<file path="src/mips_pkg.sv">
`default_nettype none

package mips_pkg;

  // Primary opcodes of the supported subset
  typedef enum logic [5:0] {
    OP_SPECIAL = 6'b000000,  // R-type, selected by funct
    OP_BEQ     = 6'b000100,
    OP_BNE     = 6'b000101,
    OP_ADDIU   = 6'b001001,
    OP_SLTI    = 6'b001010,
    OP_SLTIU   = 6'b001011,
    OP_ANDI    = 6'b001100,  // Zero-extended immediate
    OP_ORI     = 6'b001101,  // Zero-extended immediate
    OP_XORI    = 6'b001110,  // Zero-extended immediate
    OP_LUI     = 6'b001111
  } opcode_e;

  // Funct field of the supported R-type instructions
  typedef enum logic [5:0] {
    FN_ADDU = 6'b100001,
    FN_SUBU = 6'b100011,
    FN_AND  = 6'b100100,
    FN_OR   = 6'b100101,
    FN_XOR  = 6'b100110,
    FN_SLT  = 6'b101010,  // Signed compare
    FN_SLTU = 6'b101011   // Unsigned compare
  } funct_e;

  typedef enum logic [2:0] {
    ALU_ADD,
    ALU_SUB,
    ALU_AND,
    ALU_OR,
    ALU_XOR,
    ALU_SLT,
    ALU_SLTU,
    ALU_LUI   // Immediate into upper half
  } alu_op_e;

  typedef enum logic [1:0] {
    CLASS_ALU,
    CLASS_BRANCH_EQ,
    CLASS_BRANCH_NE,
    CLASS_ILLEGAL
  } instr_class_e;

  localparam int IN_CREDITS  = 1;  // One decode slot
  localparam int OUT_CREDITS = 4;  // Sink buffer depth
  localparam int CREDIT_W    = $clog2(OUT_CREDITS + 1);  // Counts 0..OUT_CREDITS

endpackage

`default_nettype wire

</file>
<file path="src/alu_exec.sv">
`timescale 1ns/1ps
`default_nettype none

module alu_exec (
  input  logic                   clk,
  input  logic                   reset,
  input  logic                   dec_valid,
  input  mips_pkg::alu_op_e      alu_op,
  input  logic                   use_imm,
  input  logic                   zero_ext,
  input  mips_pkg::instr_class_e iclass,
  input  logic [4:0]             rs,
  input  logic [4:0]             rt,
  input  logic [4:0]             dest,
  input  logic [15:0]            imm,
  input  logic [31:0]            pc,
  output logic [4:0]             ra_addr,
  output logic [4:0]             rb_addr,
  input  logic [31:0]            ra_data,
  input  logic [31:0]            rb_data,
  input  logic                   stall,
  output logic                   dec_stall,
  output logic                   ex_valid,
  output logic [31:0]            ex_value,
  output logic [4:0]             ex_dest,
  output logic                   ex_wen,
  output logic                   ex_taken,
  output logic [31:0]            ex_target,
  output logic                   ex_illegal
);

  logic [31:0] op_a;
  logic [31:0] op_rt;
  logic [31:0] op_b;
  logic [31:0] ext_imm;
  logic [31:0] alu_res;
  logic        is_alu;
  logic        is_br;
  logic        equal;
  logic        load;

  assign ra_addr   = rs;
  assign rb_addr   = rt;
  assign dec_stall = ex_valid && stall;      // Stall passes only while full
  assign load      = !ex_valid || !stall;

  // Held result not yet in the register file, forward it to the younger one
  assign op_a  = (ex_valid && ex_wen && ex_dest == rs) ? ex_value : ra_data;
  assign op_rt = (ex_valid && ex_wen && ex_dest == rt) ? ex_value : rb_data;

  assign ext_imm = zero_ext ? {16'h0000, imm} : {{16{imm[15]}}, imm};
  assign op_b    = use_imm ? ext_imm : op_rt;

  always_comb begin
    case (alu_op)
      mips_pkg::ALU_ADD:  alu_res = op_a + op_b;
      mips_pkg::ALU_SUB:  alu_res = op_a - op_b;
      mips_pkg::ALU_AND:  alu_res = op_a & op_b;
      mips_pkg::ALU_OR:   alu_res = op_a | op_b;
      mips_pkg::ALU_XOR:  alu_res = op_a ^ op_b;
      mips_pkg::ALU_SLT:  alu_res = {31'd0, $signed(op_a) < $signed(op_b)};
      mips_pkg::ALU_SLTU: alu_res = {31'd0, op_a < op_b};
      default:            alu_res = {imm, 16'h0000};  // LUI
    endcase
  end

  assign is_alu = iclass == mips_pkg::CLASS_ALU;
  assign is_br  = iclass == mips_pkg::CLASS_BRANCH_EQ || iclass == mips_pkg::CLASS_BRANCH_NE;
  assign equal  = op_a == op_rt;             // Branch compare rs with rt

  always_ff @(posedge clk) begin
    if (reset) ex_valid <= 1'b0;
    else if (load) ex_valid <= dec_valid;
  end

  always_ff @(posedge clk) begin
    if (load && dec_valid) begin
      ex_value   <= is_alu ? alu_res : 32'd0;  // Zero for branch and illegal
      ex_dest    <= dest;
      ex_wen     <= is_alu && dest != 5'd0;
      ex_taken   <= (iclass == mips_pkg::CLASS_BRANCH_EQ && equal) ||
                    (iclass == mips_pkg::CLASS_BRANCH_NE && !equal);
      ex_target  <= is_br ? pc + 32'd4 + {{14{imm[15]}}, imm, 2'b00} : 32'd0;
      ex_illegal <= iclass == mips_pkg::CLASS_ILLEGAL;
    end
  end

endmodule

`default_nettype wire

</file>
<file path="src/main_decoder.sv">
`timescale 1ns/1ps
`default_nettype none

module main_decoder (
  input  logic                   clk,
  input  logic                   reset,
  input  logic                   in_valid,
  input  logic [31:0]            in_instr,
  input  logic [31:0]            in_pc,
  input  logic                   stall,
  output logic                   dec_valid,
  output mips_pkg::alu_op_e      alu_op,
  output logic                   use_imm,
  output logic                   zero_ext,
  output mips_pkg::instr_class_e iclass,
  output logic [4:0]             rs,
  output logic [4:0]             rt,
  output logic [4:0]             dest,
  output logic [15:0]            imm,
  output logic [31:0]            pc,
  output logic                   in_credit
);

  mips_pkg::opcode_e      op;
  mips_pkg::funct_e       fn;
  mips_pkg::alu_op_e      nxt_alu_op;
  mips_pkg::instr_class_e nxt_iclass;
  logic                   nxt_use_imm;
  logic                   nxt_zero_ext;
  logic [4:0]             nxt_dest;
  logic                   take;

  assign op        = mips_pkg::opcode_e'(in_instr[31:26]);
  assign fn        = mips_pkg::funct_e'(in_instr[5:0]);
  assign take      = !dec_valid || !stall;   // Slot empty or leaving
  assign in_credit = dec_valid && !stall;    // Credit back on handoff

  always_comb begin
    nxt_alu_op   = mips_pkg::ALU_ADD;
    nxt_iclass   = mips_pkg::CLASS_ALU;
    nxt_use_imm  = 1'b1;                     // I-type default
    nxt_zero_ext = 1'b0;
    nxt_dest     = in_instr[20:16];          // I-type writes rt
    case (op)
      mips_pkg::OP_SPECIAL: begin
        nxt_use_imm = 1'b0;
        nxt_dest    = in_instr[15:11];       // R-type writes rd
        case (fn)
          mips_pkg::FN_ADDU: nxt_alu_op = mips_pkg::ALU_ADD;
          mips_pkg::FN_SUBU: nxt_alu_op = mips_pkg::ALU_SUB;
          mips_pkg::FN_AND:  nxt_alu_op = mips_pkg::ALU_AND;
          mips_pkg::FN_OR:   nxt_alu_op = mips_pkg::ALU_OR;
          mips_pkg::FN_XOR:  nxt_alu_op = mips_pkg::ALU_XOR;
          mips_pkg::FN_SLT:  nxt_alu_op = mips_pkg::ALU_SLT;
          mips_pkg::FN_SLTU: nxt_alu_op = mips_pkg::ALU_SLTU;
          default: begin
            nxt_iclass = mips_pkg::CLASS_ILLEGAL;  // Unknown funct
            nxt_dest   = 5'd0;
          end
        endcase
      end
      mips_pkg::OP_ADDIU: nxt_alu_op = mips_pkg::ALU_ADD;
      mips_pkg::OP_SLTI:  nxt_alu_op = mips_pkg::ALU_SLT;
      mips_pkg::OP_SLTIU: nxt_alu_op = mips_pkg::ALU_SLTU;  // Sign-extended, unsigned compare
      mips_pkg::OP_ANDI: begin
        nxt_alu_op   = mips_pkg::ALU_AND;
        nxt_zero_ext = 1'b1;
      end
      mips_pkg::OP_ORI: begin
        nxt_alu_op   = mips_pkg::ALU_OR;
        nxt_zero_ext = 1'b1;
      end
      mips_pkg::OP_XORI: begin
        nxt_alu_op   = mips_pkg::ALU_XOR;
        nxt_zero_ext = 1'b1;
      end
      mips_pkg::OP_LUI:   nxt_alu_op = mips_pkg::ALU_LUI;
      mips_pkg::OP_BEQ: begin
        nxt_iclass  = mips_pkg::CLASS_BRANCH_EQ;
        nxt_use_imm = 1'b0;                  // Compare rs with rt
        nxt_dest    = 5'd0;                  // No write
      end
      mips_pkg::OP_BNE: begin
        nxt_iclass  = mips_pkg::CLASS_BRANCH_NE;
        nxt_use_imm = 1'b0;
        nxt_dest    = 5'd0;
      end
      default: begin
        nxt_iclass  = mips_pkg::CLASS_ILLEGAL;  // Unknown opcode
        nxt_use_imm = 1'b0;
        nxt_dest    = 5'd0;
      end
    endcase
  end

  always_ff @(posedge clk) begin
    if (reset) dec_valid <= 1'b0;
    else if (take) dec_valid <= in_valid;
  end

  always_ff @(posedge clk) begin
    if (take && in_valid) begin
      alu_op   <= nxt_alu_op;
      use_imm  <= nxt_use_imm;
      zero_ext <= nxt_zero_ext;
      iclass   <= nxt_iclass;
      rs       <= in_instr[25:21];
      rt       <= in_instr[20:16];
      dest     <= nxt_dest;
      imm      <= in_instr[15:0];
      pc       <= in_pc;
    end
  end

endmodule

`default_nettype wire

</file>
<file path="src/mips_exec_top.sv">
`timescale 1ns/1ps
`default_nettype none

module mips_exec_top (
  input  logic        clk,
  input  logic        reset,
  input  logic        in_valid,
  input  logic [31:0] in_instr,
  input  logic [31:0] in_pc,
  output logic        in_credit,
  output logic        res_valid,
  output logic [4:0]  res_dest,
  output logic [31:0] res_value,
  output logic        res_wen,
  output logic        res_taken,
  output logic [31:0] res_target,
  output logic        res_illegal,
  input  logic        res_credit
);

  // Decode to execute
  logic                   dec_valid;
  logic                   dec_stall;
  mips_pkg::alu_op_e      alu_op;
  mips_pkg::instr_class_e iclass;
  logic                   use_imm;
  logic                   zero_ext;
  logic [4:0]             rs;
  logic [4:0]             rt;
  logic [4:0]             dest;
  logic [15:0]            imm;
  logic [31:0]            pc;

  // Register file read and write-back
  logic [4:0]  ra_addr;
  logic [4:0]  rb_addr;
  logic [31:0] ra_data;
  logic [31:0] rb_data;
  logic        wb_en;
  logic [4:0]  wb_addr;
  logic [31:0] wb_data;

  // Execute to result
  logic        ex_valid;
  logic        ex_stall;
  logic [31:0] ex_value;
  logic [4:0]  ex_dest;
  logic        ex_wen;
  logic        ex_taken;
  logic [31:0] ex_target;
  logic        ex_illegal;

  main_decoder u_dec (
    .clk       (clk),
    .reset     (reset),
    .in_valid  (in_valid),
    .in_instr  (in_instr),
    .in_pc     (in_pc),
    .stall     (dec_stall),                  // From execute
    .dec_valid (dec_valid),
    .alu_op    (alu_op),
    .use_imm   (use_imm),
    .zero_ext  (zero_ext),
    .iclass    (iclass),
    .rs        (rs),
    .rt        (rt),
    .dest      (dest),
    .imm       (imm),
    .pc        (pc),
    .in_credit (in_credit)
  );

  reg_file u_rf (
    .clk     (clk),
    .reset   (reset),
    .ra_addr (ra_addr),
    .rb_addr (rb_addr),
    .ra_data (ra_data),
    .rb_data (rb_data),
    .wb_en   (wb_en),
    .wb_addr (wb_addr),
    .wb_data (wb_data)
  );

  alu_exec u_ex (
    .clk        (clk),
    .reset      (reset),
    .dec_valid  (dec_valid),
    .alu_op     (alu_op),
    .use_imm    (use_imm),
    .zero_ext   (zero_ext),
    .iclass     (iclass),
    .rs         (rs),
    .rt         (rt),
    .dest       (dest),
    .imm        (imm),
    .pc         (pc),
    .ra_addr    (ra_addr),
    .rb_addr    (rb_addr),
    .ra_data    (ra_data),
    .rb_data    (rb_data),
    .stall      (ex_stall),                  // From result stage
    .dec_stall  (dec_stall),
    .ex_valid   (ex_valid),
    .ex_value   (ex_value),
    .ex_dest    (ex_dest),
    .ex_wen     (ex_wen),
    .ex_taken   (ex_taken),
    .ex_target  (ex_target),
    .ex_illegal (ex_illegal)
  );

  result_stage u_res (
    .clk         (clk),
    .reset       (reset),
    .ex_valid    (ex_valid),
    .ex_value    (ex_value),
    .ex_dest     (ex_dest),
    .ex_wen      (ex_wen),
    .ex_taken    (ex_taken),
    .ex_target   (ex_target),
    .ex_illegal  (ex_illegal),
    .res_credit  (res_credit),
    .ex_stall    (ex_stall),
    .wb_en       (wb_en),
    .wb_addr     (wb_addr),
    .wb_data     (wb_data),
    .res_valid   (res_valid),
    .res_dest    (res_dest),
    .res_value   (res_value),
    .res_wen     (res_wen),
    .res_taken   (res_taken),
    .res_target  (res_target),
    .res_illegal (res_illegal)
  );

endmodule

`default_nettype wire

</file>
<file path="src/reg_file.sv">
`timescale 1ns/1ps
`default_nettype none

module reg_file (
  input  logic        clk,
  input  logic        reset,
  input  logic [4:0]  ra_addr,
  input  logic [4:0]  rb_addr,
  output logic [31:0] ra_data,
  output logic [31:0] rb_data,
  input  logic        wb_en,
  input  logic [4:0]  wb_addr,
  input  logic [31:0] wb_data
);

  logic [31:0] regs [32];

  always_ff @(posedge clk) begin
    if (reset) begin
      for (int i = 0; i < 32; i++) begin
        regs[i] <= '0;                          // All registers start at zero
      end
    end else if (wb_en && wb_addr != 5'd0) begin
      regs[wb_addr] <= wb_data;                 // Register zero never written
    end
  end

  // Write in progress is visible to readers in the same cycle
  always_comb begin
    if (ra_addr == 5'd0) ra_data = '0;
    else if (wb_en && wb_addr == ra_addr) ra_data = wb_data;  // Bypass
    else ra_data = regs[ra_addr];
  end

  always_comb begin
    if (rb_addr == 5'd0) rb_data = '0;
    else if (wb_en && wb_addr == rb_addr) rb_data = wb_data;  // Bypass
    else rb_data = regs[rb_addr];
  end

endmodule

`default_nettype wire

</file>
<file path="src/result_stage.sv">
`timescale 1ns/1ps
`default_nettype none

module result_stage (
  input  logic        clk,
  input  logic        reset,
  input  logic        ex_valid,
  input  logic [31:0] ex_value,
  input  logic [4:0]  ex_dest,
  input  logic        ex_wen,
  input  logic        ex_taken,
  input  logic [31:0] ex_target,
  input  logic        ex_illegal,
  input  logic        res_credit,
  output logic        ex_stall,
  output logic        wb_en,
  output logic [4:0]  wb_addr,
  output logic [31:0] wb_data,
  output logic        res_valid,
  output logic [4:0]  res_dest,
  output logic [31:0] res_value,
  output logic        res_wen,
  output logic        res_taken,
  output logic [31:0] res_target,
  output logic        res_illegal
);

  logic                          full;
  logic [mips_pkg::CREDIT_W-1:0] credits;
  logic                          have_credit;
  logic                          load;

  assign have_credit = credits != '0;
  assign res_valid   = full && have_credit;  // One cycle, then slot frees
  assign ex_stall    = full && !have_credit;
  assign load        = ex_valid && !ex_stall;

  // Write repeats while the record waits, so younger reads see it too
  assign wb_en   = full && res_wen;
  assign wb_addr = res_dest;
  assign wb_data = res_value;

  always_ff @(posedge clk) begin
    if (reset) full <= 1'b0;
    else if (load) full <= 1'b1;
    else if (res_valid) full <= 1'b0;
  end

  always_ff @(posedge clk) begin
    if (reset) begin
      credits <= mips_pkg::OUT_CREDITS[mips_pkg::CREDIT_W-1:0];
    end else begin
      case ({res_credit, res_valid})
        2'b10:   credits <= credits + 1'b1;  // Returned by sink
        2'b01:   credits <= credits - 1'b1;  // Spent on a record
        default: credits <= credits;         // Both or neither cancel
      endcase
    end
  end

  always_ff @(posedge clk) begin
    if (load) begin
      res_value   <= ex_value;
      res_dest    <= ex_dest;
      res_wen     <= ex_wen;
      res_taken   <= ex_taken;
      res_target  <= ex_target;
      res_illegal <= ex_illegal;
    end
  end

endmodule

`default_nettype wire

</file>
<file path="config.mk">
export PLATFORM = sky130hd
export DESIGN_NAME = mips_exec_top
export DESIGN_NICKNAME = d
export VERILOG_FILES = /design/src/mips_pkg.sv /design/src/alu_exec.sv /design/src/main_decoder.sv /design/src/mips_exec_top.sv /design/src/reg_file.sv /design/src/result_stage.sv
export SDC_FILE = /design/constraint.sdc
export NUM_CORES = 2
export LEC_CHECK = 0
export BUFFER_PORTS_ARGS = -buffer_cell sky130_fd_sc_hd__buf_2
export CAP_MARGIN = 10
export CELL_PAD_IN_SITES_DETAIL_PLACEMENT = 0
export CELL_PAD_IN_SITES_GLOBAL_PLACEMENT = 1
export CORE_UTILIZATION = 50
export CTS_CLUSTER_DIAMETER = 50
export DETAILED_ROUTE_END_ITERATION = 10
export PLACE_DENSITY = 0.84
export SLEW_MARGIN = 20
export SYNTH_ARGS = -nofsm -noshare
export SYNTH_HDL_FRONTEND = slang
export SYNTH_HIERARCHICAL = 1
export SYNTH_SLANG_ARGS = --single-unit
</file>
<file path="constraint.sdc">
create_clock -name clk -period 10.5 [get_ports clk]
set_input_delay 1.05 -clock clk [delete_from_list [all_inputs] [get_ports clk]]
set_output_delay 1.05 -clock clk [all_outputs]
set_load 0.05 [all_outputs]
</file>
==> flow_metrics.py <==
metrics = {
    "power_and_ir_drop": {
        "power.leakage_nw": 29.7,
        "power_frac_seq": 0.446,
        "internal_power_w": 0.00925,
        "power_density_nw_per_um2": 164,
        "clock_power_share": 0.390,
        "p_sw_frac": 0.285,
        "share_comb_of_total_power": 0.164,
        "switchingPower_w": 0.00368,
        "irDropWorstVdd_mv": 0.174,
    },
    "clock_tree": {
        "clock-sinks": 1244,
        "htreeDepth": 4,
        "clkTransAtPathRegs_ps": 60,
        "cts_hold_buf": 0,
        "post_cts_buffers": 0,
        "ctsRootBufferMaster": "clkbuf_16",
        "cts_resized": 0,
        "numCtsBuffers": 151,
        "worstSkewPairLatency_ps": 810,
        "cts_tree": "yes",
        "clk_path_buf_depth": 3,
    },
    "logic_synthesis": {
        "synthTopCellsByArea": "edfxtp_1 52%, mux4_2 12%, and2_1 8.8%",
        "synth.avg_cell_area_sq_um": 13.1,
        "synth-edff-count": 1238,
        "ys_seq_area_frac": 0.519,
        "synth_top_cell_by_area": "edfxtp_1",
        "yosys_most_used_dff": "edfxtp_1",
        "ys_warn_count": 6,
        "netlist.area_leader.share": 0.517,
        "syn_inst": 5499,
        "ys_ff_latch": 1244,
        "syn_area_sq_um": 71800,
        "synth-async-reset-ratio": 0,
        "yosysUniqueCellTypes": 101,
    },
    "sta": {
        "hold_viol_final": 0,
        "layout_setup_ws_ps": 3170,
        "slew-limit-headroom": 0.153,
        "tightest_slew_ps": 1270,
        "max_freq_ghz": 0.136,
        "setup_viol": 0,
        "period_needed_ps": 7330,
        "period_share": 0.698,
        "slew_viol_final": 0,
        "fin_worst_skew_ps": 37.3,
        "fin_setup_tns_ps": 0,
        "rsz0062_at_grt": "false",
    },
    "finish": {
        "design_area_sq_um": 79000,
        "multi_input_area_sq_um": 31900,
        "nets": 5719,
        "final-seq-area_sq_um": 37300,
        "finalCoreUtilization": 0.556,
        "area.growth.synth_to_final_pct": 9.92,
        "drive_above_1_share": 0.192,
        "fill_cells": 11500,
    },
    "critical_path": {
        "crit_path_max_fanout": 44,
        "reg2reg_from": "u_dec/rt[0]",
        "cp-start-kind": "flop",
        "path_cells": "buf_12 > buf_4 > buf_4 > mux4_2 > mux2_2 > o2111ai_1 > a31oi_1 > mux2_1 > mux2_2 > fa_1 > o21bai_1 > nand3_1 > a21oi_1 > o21ai_1 > a211oi_1 > nor3_1 > o31ai_1 > a21oi_1",
        "cpPeakStageDelay_ps": 750,
        "path_class": "flop to flop",
        "cp_slowest_cell": "o31ai_1",
        "r2r_setup_slack_ps": 3170,
        "arrival_ps": 7850,
        "cp_data_required_time_ps": 11020,
        "r2r_cells": 18,
        "worstReg2RegEnd": "u_ex/ex_value[0]",
        "critPathCaptureType": "flop",
    },
    "die": {
        "io_pins": 142,
        "die_w_um": 381,
        "rows": 138,
        "die-height_um": 381,
        "design.core.area_sq_um": 142000,
        "die_area_sq_um": 145000,
        "start_util": 0.506,
    },
    "place": {
        "dp_slack_ps": 3410,
        "gp_congestion": 1.01,
        "io_buffers": 141,
        "hpwl_mm": 170,
        "dpl_cell_area_sq_um": 74200,
    },
    "detailed_routing": {
        "drt_iter0_drc": 8597,
        "via_per_inst": 6.92,
        "firstDrtPassIters": 9,
        "wirelength_mm": 273,
        "avgRoutedWirePerCell_um": 36.4,
        "vias": 51900,
        "drc": 0,
        "drtAntennaViolNets": 0,
    },
    "run": {
        "drv_cap": 0,
    },
    "min_path": {
        "hp-start": "u_ex/ex_target[8]",
        "holdPathStages": 0,
        "worst_hold_path.endpoint": "u_res/res_target[8]",
        "hp-class": "flop to flop",
    },
    "status": {
        "status": "completed",
    },
    "grt": {
        "use_met2": 0.557,
        "grt_pass1_vias": 50600,
        "grt_overflow": 0,
        "track_usage": 0.371,
        "met3_usage": 0.0983,
        "antenna_found_initial": 19,
        "grt_pass1_wl_mm": 379,
        "met1_usage": 0.471,
        "grt_start_max_net_pins": 93,
        "busiest_layer": "met2",
    },
}
-- critical path, delay by kind of cell (launching register included) --
kind	cells	cell delay [ps]
AO/OA/AOI/OAI	8	2620
adder cells (fa/ha/maj)	1	470
buffers and inverters	3	1440
flip-flops	1	480
multiplexers	4	1550
AND/OR/NAND/NOR	2	390
-- through the flow --
step           std cells  hold slack [ps]  total power [W]
2_1_floorplan       5530              400          0.00717
3_5_place_dp        7212              405          0.00791
3_3_place_gp        7212              403          0.00789
5_1_grt             7488              420           0.0132
4_1_cts             7485              408           0.0129
6_report            7497              410           0.0129
-- power by group through the flow --
stage	registers (W)	logic [W]	clock network, W
2_1_floorplan	0.00584	0.00133	0
6_report	0.00577	0.00212	0.00504
3_5_place_dp	0.00586	0.00204	0
3_3_place_gp	0.00585	0.00204	0
5_1_grt	0.00578	0.00220	0.00525
4_1_cts	0.00576	0.00205	0.00506
-- cells in the mapped netlist (18+ instances only) --
cell,n
xor2_1,36
a22oi_1,114
nand3_1,34
ha_1,172
o22ai_1,45
nor4_1,21
clkbuf_1,333
buf_4,79
and2_1,1008
nor2b_1,29
xnor2_1,54
o221ai_1,41
mux2_2,22
mux2i_1,373
nor3_1,40
inv_1,111
a21oi_1,217
buf_1,29
a21o_1,30
nor2_1,172
o21ai_1,58
nand2_1,172
o221a_1,18
mux4_2,375
buf_2,64
edfxtp_1,1238
o21ai_0,109
o211ai_1,22
a221oi_1,35
a32o_1,37
buf_6,29
a31oi_1,27
o21bai_1,20
a211oi_1,47
or2_2,35
-- sequential cells by signal, indices dropped and copies added (netlist names), 2 cells and up --
name              flops
u_ex/ex_target       32
u_rf/regs          1024
u_dec/iclass          2
u_dec/pc             32
u_dec/dest            5
u_dec/rs              5
u_res/res_dest        5
u_dec/rt              5
u_dec/imm            16
u_ex/ex_value        32
u_res/res_value      32
u_ex/ex_dest          5
u_dec/alu_op          3
u_res/credits         3
u_res/res_target     32
-- routing by layer --
layer	routed length, um	vias up
met4	21600	12
met1	96000	25900
li1	-	20800
met2	120000	4219
met3	35100	985
met5	100	-
-- worst max-delay path by stage --
stage	start	endpoint	slack, ps	depth (start not counted)
after floorplan	in_valid	u_dec/alu_op[0]	3740	1
after global placement	u_dec/rt[0]	u_ex/ex_value[24]	3410	19
after detailed placement	u_dec/rt[0]	u_ex/ex_value[24]	3410	19
after CTS	u_dec/rt[0]	u_ex/ex_value[24]	3370	19
after global routing	u_dec/rt[0]	u_ex/ex_value[24]	3060	19
final	u_dec/rt[0]	u_ex/ex_value[0]	3170	18
-- cell families after synthesis --
family / synth area share
AO/OA/AOI/OAI: 0.0887
XOR/XNOR: 0.0110
adder cells (fa/ha/maj): 0.0311
buffers and inverters: 0.0424
flip-flops: 0.519
multiplexers: 0.180
other: 0.0000522
AND/OR/NAND/NOR: 0.128
-- placed cells by master (no fill, tap or decap), drive strengths merged, types with 36 or more instances in the layout --
master and instances:
o221ai 41, xor2 36, o21ai 168, nor2 172
xnor2 54, nor3 41, mux4 375, a32o 37
and2 1010, a22oi 114, or2 39, clkinv 70
clkbuf 182, buf 326, a21oi 217, inv 128
edfxtp 1238, a211oi 48, mux2i 389, ha 172
mux2 37, nand2 172, o22ai 45
-- area by class of cell --
cell class	instances	share of cell area
inverters	119	0.00566
clock inverters	91	0.00881
repair buffers	326	0.0280
well taps	1890	0.0299
flip-flops and latches	1244	0.472
diodes	12	0.000380
clock buffers	182	0.0511
multi-input cells	3633	0.404
Power figures use the tool's default switching activity.
